## src/boot_rom.hex

```
// Boot ROM image: one 64-bit word per line in hex, word index 0 first
0000_0297_0202_8293
0182_b283_0002_8067
1050_0073_ffdf_f06f
0000_0000_0000_0013
a5a5_5a5a_0f0f_f0f0
1234_5678_9abc_def0
0fed_cba9_8765_4321
dead_beef_cafe_f00d
0101_0202_0303_0404
8000_0000_0000_0001
7fff_ffff_ffff_fffe
3c3c_c3c3_9696_6969
0000_ffff_0000_ffff
ffff_0000_ffff_0000
5555_aaaa_3333_cccc
0bad_c0de_1bad_b002

```

## src/soc_pkg.sv

```systemverilog
/*
  SoC peripheral subsystem shared definitions
  Bus widths, region map, CLINT register offsets and the address view
*/
package soc_pkg;

  // ----------------------------
  // Bus widths
  // ----------------------------
  localparam int ADDR_W     = 32;
  localparam int DATA_W     = 64;
  localparam int BE_W       = 8;
  localparam int REGION_W   = 4;
  localparam int OFS_W      = ADDR_W - REGION_W;
  // Byte address bits below one data word
  localparam int BYTE_OFS_W = $clog2(BE_W);

  // ----------------------------
  // Region map, top address nibble
  // ----------------------------
  localparam logic [REGION_W-1:0] REGION_ROM   = 4'h1;
  localparam logic [REGION_W-1:0] REGION_CLINT = 4'h2;
  localparam logic [REGION_W-1:0] REGION_SPM   = 4'h8;

  // Memory sizes in data words
  localparam int ROM_WORDS  = 16;
  localparam int ROM_IDX_W  = $clog2(ROM_WORDS);
  localparam int SPM_WORDS  = 256;
  localparam int SPM_IDX_W  = $clog2(SPM_WORDS);

  // Boot image, path relative to the project root
  localparam string ROM_HEX_FILE = "/design/src/boot_rom.hex";

  // CLINT byte offsets inside its region
  localparam logic [OFS_W-1:0] CLINT_MSIP_OFS     = 28'h000_0000;
  localparam logic [OFS_W-1:0] CLINT_MTIMECMP_OFS = 28'h000_4000;
  localparam logic [OFS_W-1:0] CLINT_MTIME_OFS    = 28'h000_BFF8;

  // Debug request hold-off after reset
  localparam int DBG_DELAY_CYCLES = 500;
  localparam int DBG_CNT_W        = $clog2(DBG_DELAY_CYCLES + 1);

  // Address seen either as one word or as region plus offset
  typedef union packed {
    logic [ADDR_W-1:0] word;
    struct packed {
      logic [REGION_W-1:0] region;
      logic [OFS_W-1:0]    ofs;
    } fields;
  } soc_addr_u;

endpackage

```

## src/periph_xbar.sv

```systemverilog
/*
  Peripheral crossbar
  Decodes one request port onto ROM, CLINT and SPM, flags unmapped
  and ROM-write errors, and returns one registered response per request
*/
`timescale 1ns/1ps

module periph_xbar import soc_pkg::*; (
  input  logic              clk_i,
  input  logic              ndmreset_n,
  // Master request
  input  logic              req_valid_i,
  output logic              req_ready_o,
  input  logic [ADDR_W-1:0] req_addr_i,
  input  logic              req_we_i,
  input  logic [DATA_W-1:0] req_wdata_i,
  input  logic [BE_W-1:0]   req_be_i,
  // Master response
  output logic              rsp_valid_o,
  input  logic              rsp_ready_i,
  output logic [DATA_W-1:0] rsp_rdata_o,
  output logic              rsp_err_o,
  // Shared target request lines
  output logic              tgt_we_o,
  output logic [OFS_W-1:0]  tgt_ofs_o,
  output logic [DATA_W-1:0] tgt_wdata_o,
  output logic [BE_W-1:0]   tgt_be_o,
  // Target selects and read data
  output logic              rom_sel_o,
  output logic              spm_sel_o,
  output logic              clint_sel_o,
  input  logic [DATA_W-1:0] rom_rdata_i,
  input  logic [DATA_W-1:0] spm_rdata_i,
  input  logic [DATA_W-1:0] clint_rdata_i
);

  soc_addr_u addr;
  logic      hit_rom;
  logic      hit_clint;
  logic      hit_spm;
  logic      req_err;
  logic      req_fire;

  logic      rsp_valid_q;
  logic      rsp_err_q;
  // Which target owns the pending read data
  logic      rd_rom_q;
  logic      rd_spm_q;
  logic      rd_clint_q;

  // ----------------------------
  // Address decode
  // ----------------------------
  assign addr.word = req_addr_i;

  assign hit_rom   = (addr.fields.region == REGION_ROM);
  assign hit_clint = (addr.fields.region == REGION_CLINT);
  assign hit_spm   = (addr.fields.region == REGION_SPM);

  // Unmapped region, or an attempt to write the ROM
  assign req_err = !(hit_rom || hit_clint || hit_spm) || (hit_rom && req_we_i);

  // One slot; it frees up when the held response leaves this cycle
  assign req_ready_o = !rsp_valid_q || rsp_ready_i;
  assign req_fire    = req_valid_i && req_ready_o;

  assign rom_sel_o   = req_fire && hit_rom && !req_we_i;
  assign spm_sel_o   = req_fire && hit_spm;
  assign clint_sel_o = req_fire && hit_clint;

  assign tgt_we_o    = req_we_i;
  assign tgt_ofs_o   = addr.fields.ofs;
  assign tgt_wdata_o = req_wdata_i;
  assign tgt_be_o    = req_be_i;

  // ----------------------------
  // Response stage
  // ----------------------------
  always_ff @(posedge clk_i or negedge ndmreset_n) begin
    if (!ndmreset_n) begin
      rsp_valid_q <= 1'b0;
      rsp_err_q   <= 1'b0;
      rd_rom_q    <= 1'b0;
      rd_spm_q    <= 1'b0;
      rd_clint_q  <= 1'b0;
    end else if (req_fire) begin
      rsp_valid_q <= 1'b1;
      rsp_err_q   <= req_err;
      rd_rom_q    <= rom_sel_o;
      rd_spm_q    <= spm_sel_o && !req_we_i;
      rd_clint_q  <= clint_sel_o && !req_we_i;
    end else if (rsp_ready_i) begin
      rsp_valid_q <= 1'b0;
    end
  end

  assign rsp_valid_o = rsp_valid_q;
  assign rsp_err_o   = rsp_err_q;

  // Targets keep their read word until selected again
  always_comb begin
    rsp_rdata_o = '0;
    if (rd_rom_q) begin
      rsp_rdata_o = rom_rdata_i;
    end else if (rd_spm_q) begin
      rsp_rdata_o = spm_rdata_i;
    end else if (rd_clint_q) begin
      rsp_rdata_o = clint_rdata_i;
    end
  end

endmodule

```

## config.mk

```make
export PLATFORM = sky130hd
export DESIGN_NAME = periph_xbar
export DESIGN_NICKNAME = d
export VERILOG_FILES = /design/src/soc_pkg.sv /design/src/periph_xbar.sv
export SDC_FILE = /design/constraint.sdc
export NUM_CORES = 1
export LEC_CHECK = 0
export ABC_AREA = 1
export BUFFER_PORTS_ARGS = -buffer_cell sky130_fd_sc_hd__buf_2
export CAP_MARGIN = 20
export CORE_AREA = 5 5 179 181
export CTS_BUF_LIST = sky130_fd_sc_hd__clkbuf_16
export DETAILED_ROUTE_END_ITERATION = 8
export DIE_AREA = 0 0 184 186
export GPL_TIMING_DRIVEN = 0
export PLACE_DENSITY = 0.35
export SLEW_MARGIN = 10
export SYNTH_ARGS = -nofsm -noshare
export SYNTH_HDL_FRONTEND = slang
export SYNTH_SLANG_ARGS = --single-unit
```

## constraint.sdc

```tcl
create_clock -name clk_i -period 3.7 [get_ports clk_i]
set_input_delay 0.74 -clock clk_i [delete_from_list [all_inputs] [get_ports clk_i]]
set_output_delay 0.74 -clock clk_i [all_outputs]
set_load 0.02 [all_outputs]
```

==> impl_metrics.toml <==
[run_status]
status = "completed"

[timing]
whs_ps = 330
fin_crit_sh = 0.755
min_period_ps = 2790
tns_ps = 0
fmax_mhz = 358
fin_skew_ps = 1.56
drv_slew = 0
hold_viol = 0
relSlewSlack = 0.551
setup_viol = 0
rsz0062_at_grt = "no"
tightest_slew_ps = 673

[synth]
yosysUniqueCellTypes = 13
syn_area_um2 = 2310
avgSynthCellArea_um2 = 5.42
synth_top_cell_by_area = "buf_4"
synthCells = 427
ys_seq_elements = 5
synth_top_area_frac = 0.354
ys_seq_area_frac = 0.0541
yosysWarnings = 0
syn-num-nets = 728
synth_area_leaders = "buf_4 (35%), a21oi_1 (28%), nand2_1 (13%)"

[worst_setup_path]
worstReg2RegStart = "rd_rom_q"
crit_arrival_ps = 2050
path_class = "register to output pin"
r2r_end = "rd_rom_q"
cp_max_fo = 13
crit_start = "rd_spm_q"
startpoint_type = "register"
reg2regPathDepth = 4
worst-endpoint-required_ps = 2960
crit_end = "rsp_rdata_o[22]"
end_kind = "output pin"
ff2ff_setup_slack_ps = 2470

[cts]
cts_root_buf = "clkbuf_16"
clock-sinks = 5
hold_buffers = 0
cts_resized = 0
tritoncts = "yes"
cts.path.max_buffers = 2
clkLatencyLatePin_ps = 220
cts_max_level = 1
clk_pin_slew_ps = 30
cts_inserted_buffers = 3
cts_setup_buffers = 0

[grt]
grt_max_degree = 11
first_global_vias = 3962
grt_util_met3 = 0.0162
antenna_found_initial = 3
met1_usage = 0.106
grt_busiest_layer = "met2"
grtUsageMet2 = 0.161
overflow = 0
grt_usage = 0.0858
grt_pass1_wl_um = 22800

[power_and_ir_drop]
powerDensity_nw_per_um2 = 161
vdd_drop_max_v = 0.000105
leakage_nw = 2.72

[finish]
fillers = 3576
syn2layout_area_growth_pct = 105
nNetsFinal = 1104
final_common_cell = "buf_2"
drive_above_1_share = 0.618
register_area_um2 = 125
finalNonFillerCells = 1201
final_cell_mix = "buf_2 (383), a21oi_1 (129), buf_4 (109), nand2_1 (78), nor2_1 (70)"
multi_input_area_um2 = 1250

[die]
num_io_pins = 472
start_util = 0.0764
rows = 64
die_y_um = 186
fp.coreArea_um2 = 30300
die_w_um = 184
dieArea_um2 = 34200

[route]
num_vias = 4045
first_pass_iters = 4
drtIter0Drc = 96
drc = 0
routed_wl_um = 17500
via_per_inst = 3.37
ant_nets = 0
post_drt_wl_per_cell_um = 14.6

[worst_hold_path]
hp-class = "input pin to asynchronous set/reset pin"

[place]
gp_congestion = 0.738
placed_cells = 1194
post-dp-hpwl_um = 15400
io_buffers = 371

[flow_run]
maxCapViolations = 0
## flip-flops by register name, indices dropped and copies added (netlist names)
signal and cells:
rsp_err_o 1, rd_spm_q 1, rd_rom_q 1, rsp_valid_o 1, rd_clint_q 1
## cell usage after synthesis
cell type / n
o22ai_1: 1
nor2_1: 70
buf_4: 109
nor3_1: 2
buf_2: 12
inv_1: 9
nor2_4: 1
a21oi_1: 129
dfrtp_1: 5
clkbuf_1: 7
nand2_1: 78
o21ai_0: 1
nand3_1: 3
## power breakdown
group          internal [mW]  switching (mW)  total, mW  leakage [nW]
logic                  0.242           0.287      0.529          2.61
clock network          0.140          0.0340      0.174        0.0423
registers             0.0583         0.00280     0.0611        0.0637
## through the flow
step	power, mW	utilization	setup WS (ps)	area, um^2
floorplan	0.356	-	1330	2310
global placement	0.599	0.154	1100	4660
detailed placement	0.598	0.154	1090	4660
CTS	0.777	0.157	848	4740
global route	0.820	0.157	784	4740
finish	0.764	0.157	907	4750
## worst min-delay path by stage
stage,endpoint,cells past startpoint
global route,rsp_err_o,1
global placement,rsp_valid_o,2
detailed placement,rsp_valid_o,2
finish,rd_clint_q,1
CTS,rsp_valid_o,1
floorplan,rd_clint_q,0
## worst max-delay path: stages, from the launching register on
cell and delay (ps):
dfrtp_1 410, nor2_4 530, buf_2 370, nand2_1 70
a21oi_1 220, buf_2 210
## metal layers
layer,wire length (um),vias up
li1,-,2049
met1,6750,1740
met2,9010,250
met3,1700,4
met4,9,2
met5,13,-
## final cells by class
cell class / count / area share
Tap cell: 396 / 0.104
Clock inverter: 1 / 0.000790
Antenna cell: 3 / 0.00158
Sequential cell: 5 / 0.0263
Inverter: 9 / 0.00711
Timing Repair Buffer: 371 / 0.391
Multi-Input combinational cell: 285 / 0.263
Clock buffer: 3 / 0.0158
Buffer: 128 / 0.190
## logic make-up (layout without fill, tap and decap cells)
kind of cell | after synthesis | count (layout) | share of synthesized area
compound gates | 131 | 131 | 0.284
buf+inv | 137 | 512 | 0.406
flops | 5 | 5 | 0.0541
other cells | 0 | 3 | 0
simple gates | 154 | 154 | 0.256
No activity file was read; power rests on OpenSTA's default activity.
