## src/boot_rom.hex

```
// Boot ROM image: one 64-bit word per line in hex, word index 0 first
0000_0297_0202_8293
0182_b283_0002_8067
1050_0073_ffdf_f06f
0000_0000_0000_0013
a5a5_5a5a_0f0f_f0f0
1234_5678_9abc_def0
0fed_cba9_8765_4321
dead_beef_cafe_f00d
0101_0202_0303_0404
8000_0000_0000_0001
7fff_ffff_ffff_fffe
3c3c_c3c3_9696_6969
0000_ffff_0000_ffff
ffff_0000_ffff_0000
5555_aaaa_3333_cccc
0bad_c0de_1bad_b002

```

## src/soc_pkg.sv

```systemverilog
/*
  SoC peripheral subsystem shared definitions
  Bus widths, region map, CLINT register offsets and the address view
*/
package soc_pkg;

  // ----------------------------
  // Bus widths
  // ----------------------------
  localparam int ADDR_W     = 32;
  localparam int DATA_W     = 64;
  localparam int BE_W       = 8;
  localparam int REGION_W   = 4;
  localparam int OFS_W      = ADDR_W - REGION_W;
  // Byte address bits below one data word
  localparam int BYTE_OFS_W = $clog2(BE_W);

  // ----------------------------
  // Region map, top address nibble
  // ----------------------------
  localparam logic [REGION_W-1:0] REGION_ROM   = 4'h1;
  localparam logic [REGION_W-1:0] REGION_CLINT = 4'h2;
  localparam logic [REGION_W-1:0] REGION_SPM   = 4'h8;

  // Memory sizes in data words
  localparam int ROM_WORDS  = 16;
  localparam int ROM_IDX_W  = $clog2(ROM_WORDS);
  localparam int SPM_WORDS  = 256;
  localparam int SPM_IDX_W  = $clog2(SPM_WORDS);

  // Boot image, path relative to the project root
  localparam string ROM_HEX_FILE = "/design/src/boot_rom.hex";

  // CLINT byte offsets inside its region
  localparam logic [OFS_W-1:0] CLINT_MSIP_OFS     = 28'h000_0000;
  localparam logic [OFS_W-1:0] CLINT_MTIMECMP_OFS = 28'h000_4000;
  localparam logic [OFS_W-1:0] CLINT_MTIME_OFS    = 28'h000_BFF8;

  // Debug request hold-off after reset
  localparam int DBG_DELAY_CYCLES = 500;
  localparam int DBG_CNT_W        = $clog2(DBG_DELAY_CYCLES + 1);

  // Address seen either as one word or as region plus offset
  typedef union packed {
    logic [ADDR_W-1:0] word;
    struct packed {
      logic [REGION_W-1:0] region;
      logic [OFS_W-1:0]    ofs;
    } fields;
  } soc_addr_u;

endpackage

```

## src/clint_timer.sv

```systemverilog
/*
  Core-local interruptor
  mtime, mtimecmp and msip registers; mtime advances on every second
  synchronised rtc edge and drives the timer and software interrupts
*/
`timescale 1ns/1ps

module clint_timer import soc_pkg::*; (
  input  logic              clk_i,
  input  logic              ndmreset_n,
  input  logic              sel_i,
  input  logic              we_i,
  input  logic [OFS_W-1:0]  ofs_i,
  input  logic [DATA_W-1:0] wdata_i,
  input  logic [BE_W-1:0]   be_i,
  input  logic              rtc_i,
  output logic [DATA_W-1:0] rdata_o,
  output logic              timer_irq_o,
  output logic              ipi_o
);

  logic [DATA_W-1:0] mtime_q;
  logic [DATA_W-1:0] mtimecmp_q;
  logic              msip_q;
  logic              timer_irq_q;
  // Two sync flops plus one history flop
  logic [2:0]        rtc_sync_q;
  logic              rtc_div_q;
  logic              rtc_rise;
  logic              mtime_tick;
  logic              hit_msip;
  logic              hit_cmp;
  logic              hit_time;
  logic [DATA_W-1:0] rd_word;

  // Merge enabled byte lanes of a new value into an old one
  function automatic logic [DATA_W-1:0] be_merge(
    input logic [DATA_W-1:0] old_v,
    input logic [DATA_W-1:0] new_v,
    input logic [BE_W-1:0]   be
  );
    logic [DATA_W-1:0] res;
    res = old_v;
    for (int b = 0; b < BE_W; b++) begin
      if (be[b]) begin
        res[b*8 +: 8] = new_v[b*8 +: 8];
      end
    end
    return res;
  endfunction

  // ----------------------------
  // rtc edge and divide by two
  // ----------------------------
  assign rtc_rise   = rtc_sync_q[1] && !rtc_sync_q[2];
  assign mtime_tick = rtc_rise && rtc_div_q;

  // Register decode on word address
  assign hit_msip = (ofs_i[OFS_W-1:BYTE_OFS_W] == CLINT_MSIP_OFS[OFS_W-1:BYTE_OFS_W]);
  assign hit_cmp  = (ofs_i[OFS_W-1:BYTE_OFS_W] == CLINT_MTIMECMP_OFS[OFS_W-1:BYTE_OFS_W]);
  assign hit_time = (ofs_i[OFS_W-1:BYTE_OFS_W] == CLINT_MTIME_OFS[OFS_W-1:BYTE_OFS_W]);

  always_ff @(posedge clk_i or negedge ndmreset_n) begin
    if (!ndmreset_n) begin
      rtc_sync_q  <= '0;
      rtc_div_q   <= 1'b0;
      mtime_q     <= '0;
      mtimecmp_q  <= '1;
      msip_q      <= 1'b0;
      timer_irq_q <= 1'b0;
    end else begin
      rtc_sync_q <= {rtc_sync_q[1:0], rtc_i};
      if (rtc_rise) begin
        rtc_div_q <= !rtc_div_q;
      end
      // Bus write wins over the tick
      if (sel_i && we_i && hit_time) begin
        mtime_q <= be_merge(mtime_q, wdata_i, be_i);
      end else if (mtime_tick) begin
        mtime_q <= mtime_q + 1'b1;
      end
      if (sel_i && we_i && hit_cmp) begin
        mtimecmp_q <= be_merge(mtimecmp_q, wdata_i, be_i);
      end
      if (sel_i && we_i && hit_msip && be_i[0]) begin
        msip_q <= wdata_i[0];
      end
      timer_irq_q <= (mtime_q >= mtimecmp_q);
    end
  end

  // ----------------------------
  // Read port
  // ----------------------------
  always_comb begin
    rd_word = '0;
    if (hit_msip) begin
      rd_word[0] = msip_q;
    end else if (hit_cmp) begin
      rd_word = mtimecmp_q;
    end else if (hit_time) begin
      rd_word = mtime_q;
    end
  end

  always_ff @(posedge clk_i) begin
    if (sel_i && !we_i) begin
      rdata_o <= rd_word;
    end
  end

  assign timer_irq_o = timer_irq_q;
  assign ipi_o       = msip_q;

endmodule

```

## config.mk

```make
export PLATFORM = sky130hd
export DESIGN_NAME = clint_timer
export DESIGN_NICKNAME = d
export VERILOG_FILES = /design/src/soc_pkg.sv /design/src/clint_timer.sv
export SDC_FILE = /design/constraint.sdc
export NUM_CORES = 1
export LEC_CHECK = 0
export CAP_MARGIN = 10
export CORE_MARGIN = 3
export CORE_UTILIZATION = 50
export DETAILED_ROUTE_END_ITERATION = 7
export DONT_BUFFER_PORTS = 1
export PLACE_DENSITY_LB_ADDON = 0.2
export REMOVE_ABC_BUFFERS = 1
export SLEW_MARGIN = 15
export SYNTH_ARGS = -nofsm -noshare
export SYNTH_HDL_FRONTEND = slang
export SYNTH_SLANG_ARGS = --single-unit
```

## constraint.sdc

```tcl
create_clock -name clk_i -period 3.3 [get_ports clk_i]
set_input_delay 0.495 -clock clk_i [delete_from_list [all_inputs] [get_ports clk_i]]
set_output_delay 0.495 -clock clk_i [all_outputs]
set_load 0.1 [all_outputs]
```

==> summary.txt <==
Run status
  – Status: finished with violations
  – Failing checks: negative hold slack

Global route
  – Grt ovf: 0
  – Antenna violations before repair: 0
  – Largest net degree at the start of global routing: 135
  – Wire length of the first global-routing pass: 47.7 mm
  – GRT Overall Usage: 0.248
  – Vias in the first global route: 8600

Yosys
  – Top_reg_cell synth: dfrtp_1
  – Synthesized area per cell: 10.4 µm²
  – Syn Inst Count: 1092
  – Simple-Gate Fraction of Synth Area: 0.166
  – Post-synthesis mux area share: 0.0698
  – Xor and xnor fraction of the mapped netlist area: 0.000772
  – Most frequent cell after synthesis: a21oi_1
  – Post-synthesis register bit count: 198
  – Post-synthesis compound-gate area fraction: 0.176
  – Synth top area share: 0.169
  – Mapped cell area: 11300 µm²
  – Netlist cell types: 72
  – Share of the yosys chip area belonging to registers: 0.472
  – Ys async rst share: 0.677
  – Adder-Cell Fraction of Synth Area: 0.0717
  – Post-synth EDFFs: 64
  – Largest family of logic cells by synthesized area: compound AO/OA/AOI/OAI gates
  – Synth warn: 0
  – Largest cells by area after synthesis: edfxtp_1, dfrtp_1, dfstp_2, ha_1, mux2_2
  – Top cells by count, synth: a21oi_1, nand2_1, inv_1
  – Largest area contributor in the netlist: edfxtp_1

Finish
  – Diode count: 0
  – Share of layout cells above drive strength 1: 0.182
  – Area Overhead vs Synth: 8.66%
  – Nets: 1251

Critical path
  – Worst Path Arrival: 3.09 ns
  – Critical-path cell list: inv_1 -> ha_1 -> nand2b_1 -> a2111o_1 -> a221oi_1 -> o311a_1 -> o221ai_1 -> or3_1
  – Gate family responsible for the most delay along the worst path: compound AO/OA/AOI/OAI gates
  – Crit path max-delay cell type: dfrtp_1
  – CP max FO: 8
  – Worst EP required: 3.62 ns
  – Worst setup SP type: flop
  – Crit path kind: flop to flop
  – Max incr delay on CP: 0.47 ns
  – Buf+Inv Stages, Crit Path: 1
  – Worst Setup End Kind: flop

Power and ir drop
  – Final Power: 5.83 mW
  – Sw Pwr: 1.67 mW
  – Combinational share of power: 0.085
  – Peak supply drop: 0.269 mV
  – Cell leakage power: 4.70 nW
  – Cell Int Power: 4.16 mW
  – Sw Share: 0.287
  – Power Density: 473 nW/µm²
  – Clk network pwr share: 0.397
  – Seq pwr share: 0.518

Floorplan
  – Width of the chip: 157 µm
  – Num ports: 171
  – Core region area: 22000 µm²
  – Die footprint: 24500 µm²
  – Die height: 157 µm
  – Initial Util: 0.515
  – Row count: 54

Clocking
  – Clock root buffer: clkbuf_16
  – Worst-path clk slew: 0.08 ns
  – Setup Fix Bufs, Post-CTS: 0
  – Clk_lat worst skew: 0.44 ns
  – Resized Gates After CTS: 0
  – H-Tree Depth: 4
  – CTS tree: yes
  – CTS Buf Count: 17
  – CTS Sinks: 198
  – CTS Buffer Depth: 2

Drt
  – Met3 WL: 2.00 mm
  – WL met2: 14.0 mm
  – DRC viols: 0
  – Drt initial violations: 768
  – Top sig layer: met4
  – Final ANT Viol Nets: 0
  – Via count: 8873
  – Post-Route WL: 30.3 mm
  – Pre-antenna DRT Iters: 6
  – Vias per inst: 6.46
  – Drt wl/cell: 22.0 µm
  – Wire length on met1: 13.5 mm

Placed design
  – Detail Placement HPWL: 21.4 mm
  – Global placer's final weighted congestion: 0.906
  – # port buffers: 0
  – Setup WS pre-CTS: 0.559 ns

STA
  – Final slew viol count: 0
  – Final setup vio count: 0
  – Tmin final: 2.77 ns
  – Final worst-path setup slack: 0.533 ns
  – Unrepaired setup endpoints after global routing: no
  – Fmax achieved: 0.361 GHz
  – Final Cycle Share: 0.838
  – Final hold vios: 134
  – Worst rel slew slack: 0.384
  – Worst Skew: 0.0150 ns
  – Slew @ Worst Pin: 0.927 ns
  – Hold Slack: -0.250 ns

Run
  – Max_cap viols: 0

Worst hold path
  – HP Class: input port to asynchronous set/reset pin
==> stage by stage <==
stage / setup TNS, ns / cells / hold WS, ns / util / cell area [µm²]
global placement: 0 / 1342 / 0.208 / 0.530 / 11700
detailed placement: 0 / 1342 / 0.208 / 0.530 / 11700
global route: 0 / 1374 / -0.269 / 0.560 / 12300
floorplan: -151.86 / 1045 / 0.199 / - / 11100
CTS: 0 / 1374 / -0.270 / 0.560 / 12300
finish: 0 / 1374 / -0.250 / 0.560 / 12300
==> flip-flops by register name (all words and copies together), names as in the netlist <==
| name | flops |
|---|---|
| ipi_o | 1 |
| rtc_div_q | 1 |
| rtc_sync_q | 3 |
| timer_irq_o | 1 |
| mtime_q | 64 |
| rdata_o | 64 |
| mtimecmp_q | 64 |
==> power groups by stage <==
stage | sequential, mW | combinational (mW) | clock (mW)
2_1_floorplan | 3.02 | 0.371 | 0
3_3_place_gp | 3.06 | 0.470 | 0
3_5_place_dp | 3.06 | 0.487 | 0
4_1_cts | 3.02 | 0.490 | 2.36
5_1_grt | 3.04 | 0.556 | 2.45
6_report | 3.02 | 0.494 | 2.32
==> per-layer routing <==
metal	up-vias	track usage
li1	4156	-
met1	4332	0.345
met2	333	0.390
met3	52	0.0512
met4	0	0.0850
met5	-	0
==> layout by cell type (no fill, tap or decap), types with 8 or more instances in the layout <==
cell        n
inv_1      79
mux2_2     64
nand2_1    80
and3_1     13
nor2_1     57
a21oi_1    82
edfxtp_1   64
dfrtp_1    70
a211oi_1   18
o32ai_1    10
nand3_1    43
ha_1       65
nor4_1     17
o21ai_0    30
and4_1     16
clkbuf_16  17
a22o_1     64
o22ai_1     8
nor3_1     24
a21o_1     17
dfstp_2    64
buf_4      14
nand4_1    45
==> cells by family (layout without fill, tap and decap cells) <==
kind of cell	count (synthesis)	after routing
adders and majority gates	65	65
xor gates and xnor gates	1	1
AOI/OAI and AO/OA	284	284
DFF	198	198
muxes	71	71
buffers and inverters	126	128
and+or+nand+nor	347	347
==> final timing paths <==
path / from / end / slack [ns] / cells after the start
worst max-delay path: mtime_q[0] / timer_irq_o / 0.53 / 8
worst min-delay path: ndmreset_n / mtime_q[7] / -0.25 / 0
worst max register to register: mtime_q[0] / timer_irq_o / 0.53 / 8
worst min register to register: rtc_sync_q[0] / rtc_sync_q[1] / 0.35 / 0
max in group asynchronous: ndmreset_n / mtimecmp_q[12] / 3.28 / 0
min in group clk_i: rtc_i / rtc_sync_q[0] / 0.08 / 0
==> area by class of cell <==
class                   instances  area, µm²
repair buffers                 17        165
fillers                      1950       9700
clock inverters                14        210
clock buffers                  18        439
flip-flops and latches        198       5360
well taps                     280        350
inverters                      79        297
multi-input cells             768       5510
No activity file was read; power rests on OpenSTA's default activity.
