===== config.mk =====
export PLATFORM = sky130hd
export DESIGN_NAME = debug_gate
export DESIGN_NICKNAME = d
export VERILOG_FILES = /design/src/soc_pkg.sv /design/src/debug_gate.sv
export SDC_FILE = /design/constraint.sdc
export NUM_CORES = 1
export LEC_CHECK = 0
export ABC_AREA = 1
export BUFFER_PORTS_ARGS = -buffer_cell sky130_fd_sc_hd__buf_4
export CORE_AREA = 2 2 39 41
export CTS_CLUSTER_DIAMETER = 120
export DETAILED_ROUTE_END_ITERATION = 16
export DIE_AREA = 0 0 41 43
export SLEW_MARGIN = 25
export SYNTH_ARGS = -nofsm -noshare
export SYNTH_HDL_FRONTEND = slang
export SYNTH_SLANG_ARGS = --single-unit

===== constraint.sdc =====
create_clock -name clk_i -period 1.4 [get_ports clk_i]
set_input_delay 0 -clock clk_i [delete_from_list [all_inputs] [get_ports clk_i]]
set_output_delay 0 -clock clk_i [all_outputs]
set_load 0.005 [all_outputs]

===== src/boot_rom.hex =====
// Boot ROM image: one 64-bit word per line in hex, word index 0 first
0000_0297_0202_8293
0182_b283_0002_8067
1050_0073_ffdf_f06f
0000_0000_0000_0013
a5a5_5a5a_0f0f_f0f0
1234_5678_9abc_def0
0fed_cba9_8765_4321
dead_beef_cafe_f00d
0101_0202_0303_0404
8000_0000_0000_0001
7fff_ffff_ffff_fffe
3c3c_c3c3_9696_6969
0000_ffff_0000_ffff
ffff_0000_ffff_0000
5555_aaaa_3333_cccc
0bad_c0de_1bad_b002


===== src/soc_pkg.sv =====
/*
  SoC peripheral subsystem shared definitions
  Bus widths, region map, CLINT register offsets and the address view
*/
package soc_pkg;

  // ----------------------------
  // Bus widths
  // ----------------------------
  localparam int ADDR_W     = 32;
  localparam int DATA_W     = 64;
  localparam int BE_W       = 8;
  localparam int REGION_W   = 4;
  localparam int OFS_W      = ADDR_W - REGION_W;
  // Byte address bits below one data word
  localparam int BYTE_OFS_W = $clog2(BE_W);

  // ----------------------------
  // Region map, top address nibble
  // ----------------------------
  localparam logic [REGION_W-1:0] REGION_ROM   = 4'h1;
  localparam logic [REGION_W-1:0] REGION_CLINT = 4'h2;
  localparam logic [REGION_W-1:0] REGION_SPM   = 4'h8;

  // Memory sizes in data words
  localparam int ROM_WORDS  = 16;
  localparam int ROM_IDX_W  = $clog2(ROM_WORDS);
  localparam int SPM_WORDS  = 256;
  localparam int SPM_IDX_W  = $clog2(SPM_WORDS);

  // Boot image, path relative to the project root
  localparam string ROM_HEX_FILE = "/design/src/boot_rom.hex";

  // CLINT byte offsets inside its region
  localparam logic [OFS_W-1:0] CLINT_MSIP_OFS     = 28'h000_0000;
  localparam logic [OFS_W-1:0] CLINT_MTIMECMP_OFS = 28'h000_4000;
  localparam logic [OFS_W-1:0] CLINT_MTIME_OFS    = 28'h000_BFF8;

  // Debug request hold-off after reset
  localparam int DBG_DELAY_CYCLES = 500;
  localparam int DBG_CNT_W        = $clog2(DBG_DELAY_CYCLES + 1);

  // Address seen either as one word or as region plus offset
  typedef union packed {
    logic [ADDR_W-1:0] word;
    struct packed {
      logic [REGION_W-1:0] region;
      logic [OFS_W-1:0]    ofs;
    } fields;
  } soc_addr_u;

endpackage


===== src/debug_gate.sv =====
/*
  Debug request gate
  Keeps the debug request low for a fixed number of cycles after reset
*/
`timescale 1ns/1ps

module debug_gate import soc_pkg::*; (
  input  logic clk_i,
  input  logic ndmreset_n,
  input  logic debug_req_i,
  output logic debug_req_o
);

  logic [DBG_CNT_W-1:0] cnt_q;
  logic                 cnt_done;

  assign cnt_done = (cnt_q == '0);

  // Counts down once per cycle and parks at zero
  always_ff @(posedge clk_i or negedge ndmreset_n) begin
    if (!ndmreset_n) begin
      cnt_q <= DBG_CNT_W'(DBG_DELAY_CYCLES);
    end else if (!cnt_done) begin
      cnt_q <= cnt_q - 1'b1;
    end
  end

  assign debug_req_o = cnt_done && debug_req_i;

endmodule


==> run summary, run 1 <==
outcome - finished, final reports clean
Clock Tree Buf Depth - 2
# setup viols final - 0
Max Freq - 738 MHz
post-DP HPWL - 649 um
Mapped Cells - 68
Post-Syn Area - 508 um^2
Sum Neg Setup Slack - 0 ps
# H-tree levels - 1
Max Slew Vio Count - 0
relative slew slack - 0.859
dpl cells - 88
sequential share of the synthesized area - 0.458
Via Count - 408
Min Hold Slack - 93.2 ps
Final min period - 1360 ps
vias in the first global route - 386
vias per inst - 4.29
HP Class - in -> async
Final Cycle Share - 0.968
Total Power - 0.478 mW
Regs by FF count - cnt_q (9)
fin nets - 84
Die H - 43 um
Slew @ Worst Pin - 211 ps
GR Util met3 - 0.0471
Initial Utilization - 0.367
Core ar. - 1380 um^2
WL final - 913 um
synth unique cells - 19
Max-cap violations - 0
M2 GR Usage - 0.197
fillers - 140
RSZ-0062 raised after global routing - true
Initial DRT Pass Iterations - 3
Layout Skew - 4.92 ps
peak supply drop - 354 uV
IO buf count - 3
Placer Congestion - 0.777
Top Usage Layer GRT - met2
syn_nets - 72
Boundary Pins - 4
Area Overhead vs Synth - 24.9%
total track usage - 0.137
Die W - 41 um
synthesized flop and latch total - 9
Setup CP Type - reg -> out
Setup crit start kind - register
Worst-Skew Late Latency - 260 ps
grt total ovfl - 0
Largest register FFs - 9
LEAKAGE - 0.344 nW
Post-Syn Area per Cell - 7.47 um^2
most frequent cells in the layout - nand2_1, inv_1, nor2_1, dfstp_2, buf_4
layout cells sized above 1 - 0.329
commonest non-fill, non-tap cell in the layout - nand2_1
CTS clock-pin slew for the worst setup and hold paths - 60 ps
post-DR wirelength/cell - 9.61 um
CP endpoint kind - output port
Iteration-0 DRC Markers - 5
CTS tree - yes
Critical Path AT - 1360 ps
cell area power density - 753 nW/um^2
fin util - 0.458
clock sinks - 9
CTS Buf Count - 3
Root Driver - clkbuf_4
Ys Warns - 0
Final Hold Viols - 0
M1 GR Usage - 0.159
die area - 1760 um^2
first-pass GRT wire length - 1.55 mm
Final Non-Filler Cells - 95
Core Rows - 14
initial antenna violation count - 0
Biggest register - cnt_q
Worst Path Max Fanout - 5
DRC errors left - 0
ANT cells - 0
Worst Path Required - 1400 ps
Final ANT Viol Nets - 0
largest net degree at the start of global routing - 10
-- path summary, 6_finish.rpt --
check,slack (ps),cells after the start,to,start
max,40,7,debug_req_o,cnt_q[0]$_DFFE_PN0P_
min,90,2,cnt_q[3]$_DFFE_PN0P_,ndmreset_n
max reg2reg,80,8,cnt_q[3]$_DFFE_PN0P_,cnt_q[0]$_DFFE_PN0P_
min reg2reg,490,2,cnt_q[7]$_DFFE_PN1P_,cnt_q[7]$_DFFE_PN1P_
max in group asynchronous,1090,2,cnt_q[7]$_DFFE_PN1P_,ndmreset_n
min in group clk_i,310,4,debug_req_o,debug_req_i
-- power by group --
part / leakage, nW / switching, mW / internal [mW] / total (mW)
Sequential: 0.104 / 0 / 0.261 / 0.261
Clock: 0.0150 / 0.0915 / 0.110 / 0.201
Combinational: 0.225 / 0.00722 / 0.00810 / 0.0153
-- through the flow --
step | worst slack (ps) | cell area, um^2
4_1_cts | 3.46 | 614
2_1_floorplan | 175 | 508
3_3_place_gp | 99.8 | 558
3_5_place_dp | 56.5 | 558
5_1_grt | -13.4 | 634
6_report | 44.9 | 634
-- Yosys cell counts (all sizes together) --
library cell   n  area share
o21ai          3       0.037
inv           15        0.11
nor2          11        0.10
nand3          4       0.039
xor2           1       0.017
ha             1       0.025
clkinv         1      0.0098
dfrtp          3        0.15
a21oi          1      0.0098
or2            1       0.012
nand2         20        0.17
dfstp          6        0.31
nand4          1       0.012
-- cell families after synthesis --
family                     synth area share
and+or+nand+nor                       0.333
buffers and inverters                 0.121
DFF                                   0.458
AOI/OAI and AO/OA                    0.0468
xor gates and xnor gates             0.0172
adders and majority gates            0.0246
-- area by class of cell --
class                           count  area (um^2)  share of cell area
Clock buffer                        4         26.3              0.0414
Inverter                           16         61.3              0.0966
Multi-Input combinational cell     43          239               0.377
Sequential cell                     9          233               0.367
Tap cell                           16         20.0              0.0316
Timing Repair Buffer                7         55.1              0.0868
-- metal layers --
layer | routed length, um | part of all wire | vias to the layer above
met3 | 25 | 0.027 | 2
li1 | - | - | 222
met1 | 423 | 0.46 | 180
met5 | 0 | 0 | -
met4 | 9 | 0.0099 | 0
met2 | 453 | 0.50 | 4
-- repair_timing --
item / in CTS / in global routing
setup endpoints to repair: 1 / 1
resized for setup: 3 / 4
endpoints found under the hold margin: 9 / 0
setup buffers: 1 / 1
pin swaps: 2 / 2
hold buffers: 1 / 0
-- critical path: stages, from the launching register on --
cell and delay (ps):
dfrtp_1 400, inv_2 90, ha_4 160, nand2_4 70
nor2_4 140, nand2_4 70, nor2_2 70, buf_4 110
No activity file was read; power rests on OpenSTA's default activity.
==> run 2, diff against run 1 <==
==> constraint.sdc (replaced) <==
create_clock -name clk_i -period 1.4 [get_ports clk_i]
set_input_delay 0.14 -clock clk_i [delete_from_list [all_inputs] [get_ports clk_i]]
set_output_delay 0.14 -clock clk_i [all_outputs]
set_load 0.005 [all_outputs]
==> run 2 against run 1 <==
The run now ends with setup timing left. Wire length increased by 13%. Largest power group unchanged. Core utilization is 2.9 points higher. Sequential power hardly changed. Highest routed layer unchanged. Non-clock buffer count is 4 higher.
==> run summary, run 2 (synthesis results as in run 1) <==
most frequent cells in the layout - nand2_1, inv_1, buf_4, nor2_1, dfstp_2
commonest non-fill, non-tap cell in the layout - nand2_1
CTS clock-pin slew for the worst setup and hold paths - 60 ps (about the same)
Max Slew Vio Count - 0 (unchanged)
IO buf count - 3 (unchanged)
Sw Ratio - 0.217 (+0.00990)
Sw Pwr - 0.105 mW (+6.4%)
# H-tree levels - 1 (unchanged)
failing checks - setup timing
DR WL met3 - 47 um (+88%)
peak supply drop - 395 uV (+12%)
critical path cell sequence - inv_2 > ha_4 > nand2_4 > nor2_4 > nand2_4 > nor2_4 > buf_4
post-DP HPWL - 671 um (+3.4%)
Root Driver - clkbuf_4
CTS tree - yes
met1 WL - 485 um (+15%)
P_int - 0.380 mW (+0.23%)
Area Overhead vs Synth - 32.8%
Clock Tree Buf Depth - 2 (unchanged)
vias in the first global route - 422 (+9.3%)
WL final - 1.04 mm (+13%)
total track usage - 0.156 (+0.0194)
largest net degree at the start of global routing - 10 (unchanged)
ANT cells - 0 (unchanged)
Biggest register - cnt_q
Core Rows - 14 (unchanged)
LEAKAGE - 0.365 nW (+6.1%)
Placer Congestion - 0.736 (-5.4%)
Largest register FFs - 9 (unchanged)
Max Freq - 685 MHz (-7.1%)
Final Hold Viols - 0 (unchanged)
combinational fraction of design power - 0.034 (+0.002)
Worst Path Max Fanout - 2 (-3)
slowest cell on the critical path - dfrtp_1
DRC errors left - 0 (unchanged)
fin util - 0.487 (+0.0289)
post-DR wirelength/cell - 10.5 um (+8.8%)
Initial Utilization - 0.367 (unchanged)
outcome - finished, violations left
Via Count - 449 (+10%)
Sum Neg Setup Slack - -59.1 ps (-59.1 ps)
Max-cap violations - 0 (unchanged)
Total Power - 0.485 mW (+1.5%)
Final Non-Filler Cells - 99 (+4.2%)
critical path's largest stage delay - 390 ps (about the same)
# setup viols final - 1 (+1)
Boundary Pins - 4 (unchanged)
grt total ovfl - 0 (unchanged)
first-pass GRT wire length - 1.78 mm (+15%)
fin nets - 88 (+4.8%)
CTS Buf Count - 3 (unchanged)
vias per inst - 4.54 (+5.6%)
Regs by FF count - cnt_q (9)
Final WS setup - -59.1 ps (-104 ps)
Slew @ Worst Pin - 192 ps (-18.7 ps)
Critical Path AT - 1320 ps (-40 ps)
Sequential Power Share - 0.538 (-0.008)
Die H - 43 um (unchanged)
RSZ-0062 raised after global routing - true
HP Class - in -> async
clock sinks - 9 (unchanged)
Iteration-0 DRC Markers - 9 (+4)
Worst-Skew Late Latency - 260 ps (about the same)
layout cells sized above 1 - 0.386 (+0.0564)
Worst Path Required - 1260 ps (-140 ps)
met2 WL - 487 um (+7.5%)
top sig layer - met4
Setup CP Type - reg -> out
Final ANT Viol Nets - 0 (unchanged)
Die W - 41 um (unchanged)
cell area power density - 719 nW/um^2 (-4.5%)
relative slew slack - 0.871 (+0.0125)
dpl cells - 89 (+1.1%)
Final min period - 1460 ps (+104 ps)
Layout Skew - 1.02 ps (-3.90 ps)
die area - 1760 um^2 (unchanged)
Final Cycle Share - 1.04 (+0.0743)
Initial DRT Pass Iterations - 4 (+1)
initial antenna violation count - 0 (unchanged)
CP endpoint kind - output port
Core ar. - 1380 um^2 (unchanged)
clock share of power - 0.428 (+0.006)
Setup crit start kind - register
Reg2Reg Setup Slack - 100 ps (+20 ps)
==> run 2: power groups by stage <==
| stage | logic [mW] | registers (mW) | clock network (mW) |
|---|---|---|---|
| floorplan | 0.00149 | 0.265 | 0 |
| global placement | 0.0129 | 0.265 | 0 |
| detailed placement | 0.0132 | 0.265 | 0 |
| CTS | 0.0161 | 0.261 | 0.212 |
| global route | 0.0191 | 0.261 | 0.227 |
| finish | 0.0165 | 0.261 | 0.208 |
==> run 2: final cells by class <==
type | count | area, um^2
multi-input combinational | 43 | 249
inverter | 16 | 61.3
timing repair buffer | 11 | 85.1
clock buffer | 4 | 26.3
sequential | 9 | 233
fill | 138 | 709
tap | 16 | 20.0
==> run 2: path summary, 6_finish.rpt <==
check	startpoint	end	cells after the start
min in group clk_i	cnt_q[7]$_DFFE_PN1P_	cnt_q[7]$_DFFE_PN1P_	2
hold / removal	ndmreset_n	cnt_q[1]$_DFFE_PN0P_	2
hold reg to reg	cnt_q[7]$_DFFE_PN1P_	cnt_q[7]$_DFFE_PN1P_	2
setup / recovery	cnt_q[0]$_DFFE_PN0P_	debug_req_o	7
setup reg to reg	cnt_q[0]$_DFFE_PN0P_	cnt_q[3]$_DFFE_PN0P_	8
max in group asynchronous	ndmreset_n	cnt_q[5]$_DFFE_PN1P_	2
==> run 2: what timing repair did <==
action | 4_1_cts | 5_1_grt
gates resized for setup | 9 | 1
setup endpoints to repair | 1 | 1
pin swaps | 4 | 2
setup buffers | 3 | 2
endpoints found under the hold margin | 9 | 0
hold buffers | 1 | 0
==> run 2: worst max-delay path: cells and delay by family (launching register included) <==
family / cells / cell delay [ps]
DFF: 1 / 390
and+or+nand+nor: 4 / 330
buffers and inverters: 2 / 180
adders and majority gates: 1 / 150
==> run 2: layer usage <==
metal  GRT usage  up-vias
li1            -      231
met4       0.100        0
met2       0.216       10
met3      0.0471        2
met1       0.203      206
met5           0        -
==> run 2: stage by stage <==
stage / hold slack [ps] / setup WS [ps] / instance area (um^2)
floorplan: -156 / 157 / 508
global placement: -28.8 / 71.6 / 566
detailed placement: -27.4 / 43.6 / 566
CTS: 233 / -34.6 / 654
global route: 265 / -134 / 674
finish: 234 / -59.1 / 674
==> run 3, diff against run 2 <==
--- a/config.mk
+++ b/config.mk
@@ -7,10 +7,12 @@
 export LEC_CHECK = 0
 export ABC_AREA = 1
 export BUFFER_PORTS_ARGS = -buffer_cell sky130_fd_sc_hd__buf_4
-export CORE_AREA = 2 2 39 41
+export CELL_PAD_IN_SITES_DETAIL_PLACEMENT = 0
+export CELL_PAD_IN_SITES_GLOBAL_PLACEMENT = 1
+export CORE_UTILIZATION = 39
 export CTS_CLUSTER_DIAMETER = 120
 export DETAILED_ROUTE_END_ITERATION = 16
-export DIE_AREA = 0 0 41 43
+export PLACE_DENSITY_LB_ADDON = 0.1
 export SLEW_MARGIN = 25
 export SYNTH_ARGS = -nofsm -noshare
 export SYNTH_HDL_FRONTEND = slang
==> run 3 against run 2 <==
The run still ends with setup timing left. Core utilization is 14 points higher. Flip-flop and latch count stayed put. Largest cell class unchanged. Clock-buffer cell count stayed put. Combinational power is 8% lower. Maximum frequency is 0.58% lower. Global-route usage is 4.2 points higher. Die area is 18% lower. Largest power group unchanged. Via count is 7.8% higher.
==> run summary, run 3 (synthesis results as in run 1) <==
Area after DPL - 571 um^2 (+0.88%)
LEAKAGE - 0.400 nW (+9.6%)
Max Slew Vio Count - 0 (unchanged)
ANT cells - 0 (unchanged)
post-DR wirelength/cell - 10.6 um (+1.1%)
Final ANT Viol Nets - 0 (unchanged)
CTS tree - yes
Core Rows - 12 (-2)
grt total ovfl - 0 (unchanged)
post-DP HPWL - 697 um (+4.0%)
Max-cap violations - 0 (unchanged)
vias in the first global route - 468 (+11%)
Boundary Pins - 4 (unchanged)
Setup crit start kind - register
WL final - 1.09 mm (+5.2%)
vias per inst - 4.70 (+3.6%)
clock sinks - 9 (unchanged)
HP Class - in -> async
Sw Ratio - 0.204 (-0.0126)
commonest non-fill, non-tap cell in the layout - nand2_1
# H-tree levels - 1 (unchanged)
Die H - 38.1 um (-11%)
Sw Pwr - 0.0970 mW (-7.6%)
Slew @ Worst Pin - 211 ps (+18.7 ps)
Clock Tree Buf Depth - 2 (unchanged)
Final min period - 1470 ps (+8.51 ps)
Initial DRT Pass Iterations - 4 (unchanged)
Core ar. - 1160 um^2 (-16%)
Min Hold Slack - 231 ps (-2.60 ps)
Initial Utilization - 0.439 (+0.0723)
Worst Path Required - 1260 ps (about the same)
Die W - 38.1 um (-7.1%)
Final Cycle Share - 1.05 (+0.00608)
Worst Path Max Fanout - 2 (unchanged)
IO buf count - 3 (unchanged)
DRC errors left - 0 (unchanged)
fillers - 92 (-33%)
clock share of power - 0.419 (-0.009)
peak supply drop - 415 uV (+5.0%)
CP endpoint kind - output port
fin area - 724 um^2 (+7.4%)
RSZ-0062 raised after global routing - true
Sequential Power Share - 0.549 (+0.011)
failing checks - setup timing
# setup viols final - 1 (unchanged)
Regs by FF count - cnt_q (9)
cell area power density - 656 nW/um^2 (-8.7%)
Final Hold Viols - 0 (unchanged)
Max Freq - 681 MHz (-0.58%)
initial antenna violation count - 0 (unchanged)
layout cells sized above 1 - 0.438 (+0.0527)
most frequent cells in the layout - nand2_1, buf_4, inv_1, nor2_1, dfstp_2
Area Overhead vs Synth - 42.6%
Setup CP Type - reg -> out
Worst-Skew Late Latency - 260 ps (about the same)
combinational fraction of design power - 0.032 (-0.002)
relative slew slack - 0.859 (-0.0125)
Largest register FFs - 9 (unchanged)
die area - 1450 um^2 (-18%)
CTS Buf Count - 3 (unchanged)
total track usage - 0.199 (+0.0424)
Layout Skew - 3.40 ps (+2.38 ps)
Root Driver - clkbuf_4
Iteration-0 DRC Markers - 7 (-2)
Via Count - 484 (+7.8%)
fin util - 0.627 (+0.139)
largest net degree at the start of global routing - 10 (unchanged)
first-pass GRT wire length - 1.86 mm (+4.7%)
outcome - finished, violations left
Critical Path AT - 1330 ps (about the same)
CTS clock-pin slew for the worst setup and hold paths - 60 ps (about the same)
Biggest register - cnt_q
P_int - 0.379 mW (-0.34%)
fin nets - 94 (+6.8%)
Final WS setup - -67.6 ps (-8.51 ps)
Placer Congestion - 0.695 (-5.5%)
-- run 3: changes by cell type in the layout (fill, tap and decap cells not counted) --
cell,previous run,this run
o21ai_0,1,0
nor2_4,3,2
nand3_1,4,3
nor2_2,1,2
buf_4,10,16
o21ai_1,1,2
nand3_4,0,1
-- run 3: layer usage --
layer  vias up  track usage  wire length, um
met2         9        0.347              577
met4         0        0.134                8
li1        243            -                -
met3         2       0.0349               31
met1       230        0.215              472
met5         -            0                0
-- run 3: what timing repair did --
item / 4_1_cts / 5_1_grt
hold buffers: 1 / 0
setup buffers: 8 / 4
setup endpoints to repair: 1 / 4
endpoints found under the hold margin: 9 / 0
resized for setup: 4 / 8
pin swaps: 4 / 7
-- run 3: layout make-up --
| type | count | area [um^2] | share of cell area |
|---|---|---|---|
| multi-input combinational | 43 | 256 | 0.354 |
| timing repair buffer | 17 | 130 | 0.180 |
| tap | 14 | 17.5 | 0.0242 |
| inverter | 16 | 61.3 | 0.0846 |
| sequential | 9 | 233 | 0.321 |
| clock buffer | 4 | 26.3 | 0.0363 |
-- run 3: power by group through the flow --
stage	combinational (mW)	sequential, mW	clock, mW
floorplan	0.00149	0.265	0
global placement	0.0128	0.265	0
detailed placement	0.0132	0.265	0
CTS	0.0160	0.261	0.206
global route	0.0168	0.261	0.217
finish	0.0152	0.261	0.199
-- run 3: worst paths after layout --
path	from	end	slack (ps)	cells past startpoint
setup / recovery	cnt_q[0]$_DFFE_PN0P_	debug_req_o	-70	7
hold / removal	ndmreset_n	cnt_q[1]$_DFFE_PN0P_	230	2
setup reg to reg	cnt_q[0]$_DFFE_PN0P_	cnt_q[3]$_DFFE_PN0P_	70	9
hold reg to reg	cnt_q[7]$_DFFE_PN1P_	cnt_q[7]$_DFFE_PN1P_	490	2
max in group asynchronous	ndmreset_n	cnt_q[2]$_DFFE_PN1P_	950	2
min in group clk_i	cnt_q[7]$_DFFE_PN1P_	cnt_q[7]$_DFFE_PN1P_	490	2
-- run 3: worst max-delay path, cell delays in order (launching register included) --
cell and delay [ps]:
dfrtp_1 400, inv_2 80, ha_4 140, nand2_4 50
nor2_4 130, nand2_4 60, nor2_2 100, buf_4 110
-- run 3: through the flow --
stage                     setup slack (ps)  std cells  power [mW]  TNS (ps)
final                                -67.6        103       0.476     -67.6
after global routing                  -121        103       0.495      -121
after CTS                            -71.8        101       0.483     -71.8
after detailed placement              67.3         88       0.278         0
after global placement                 105         88       0.278         0
after floorplan                        157         68       0.267         0
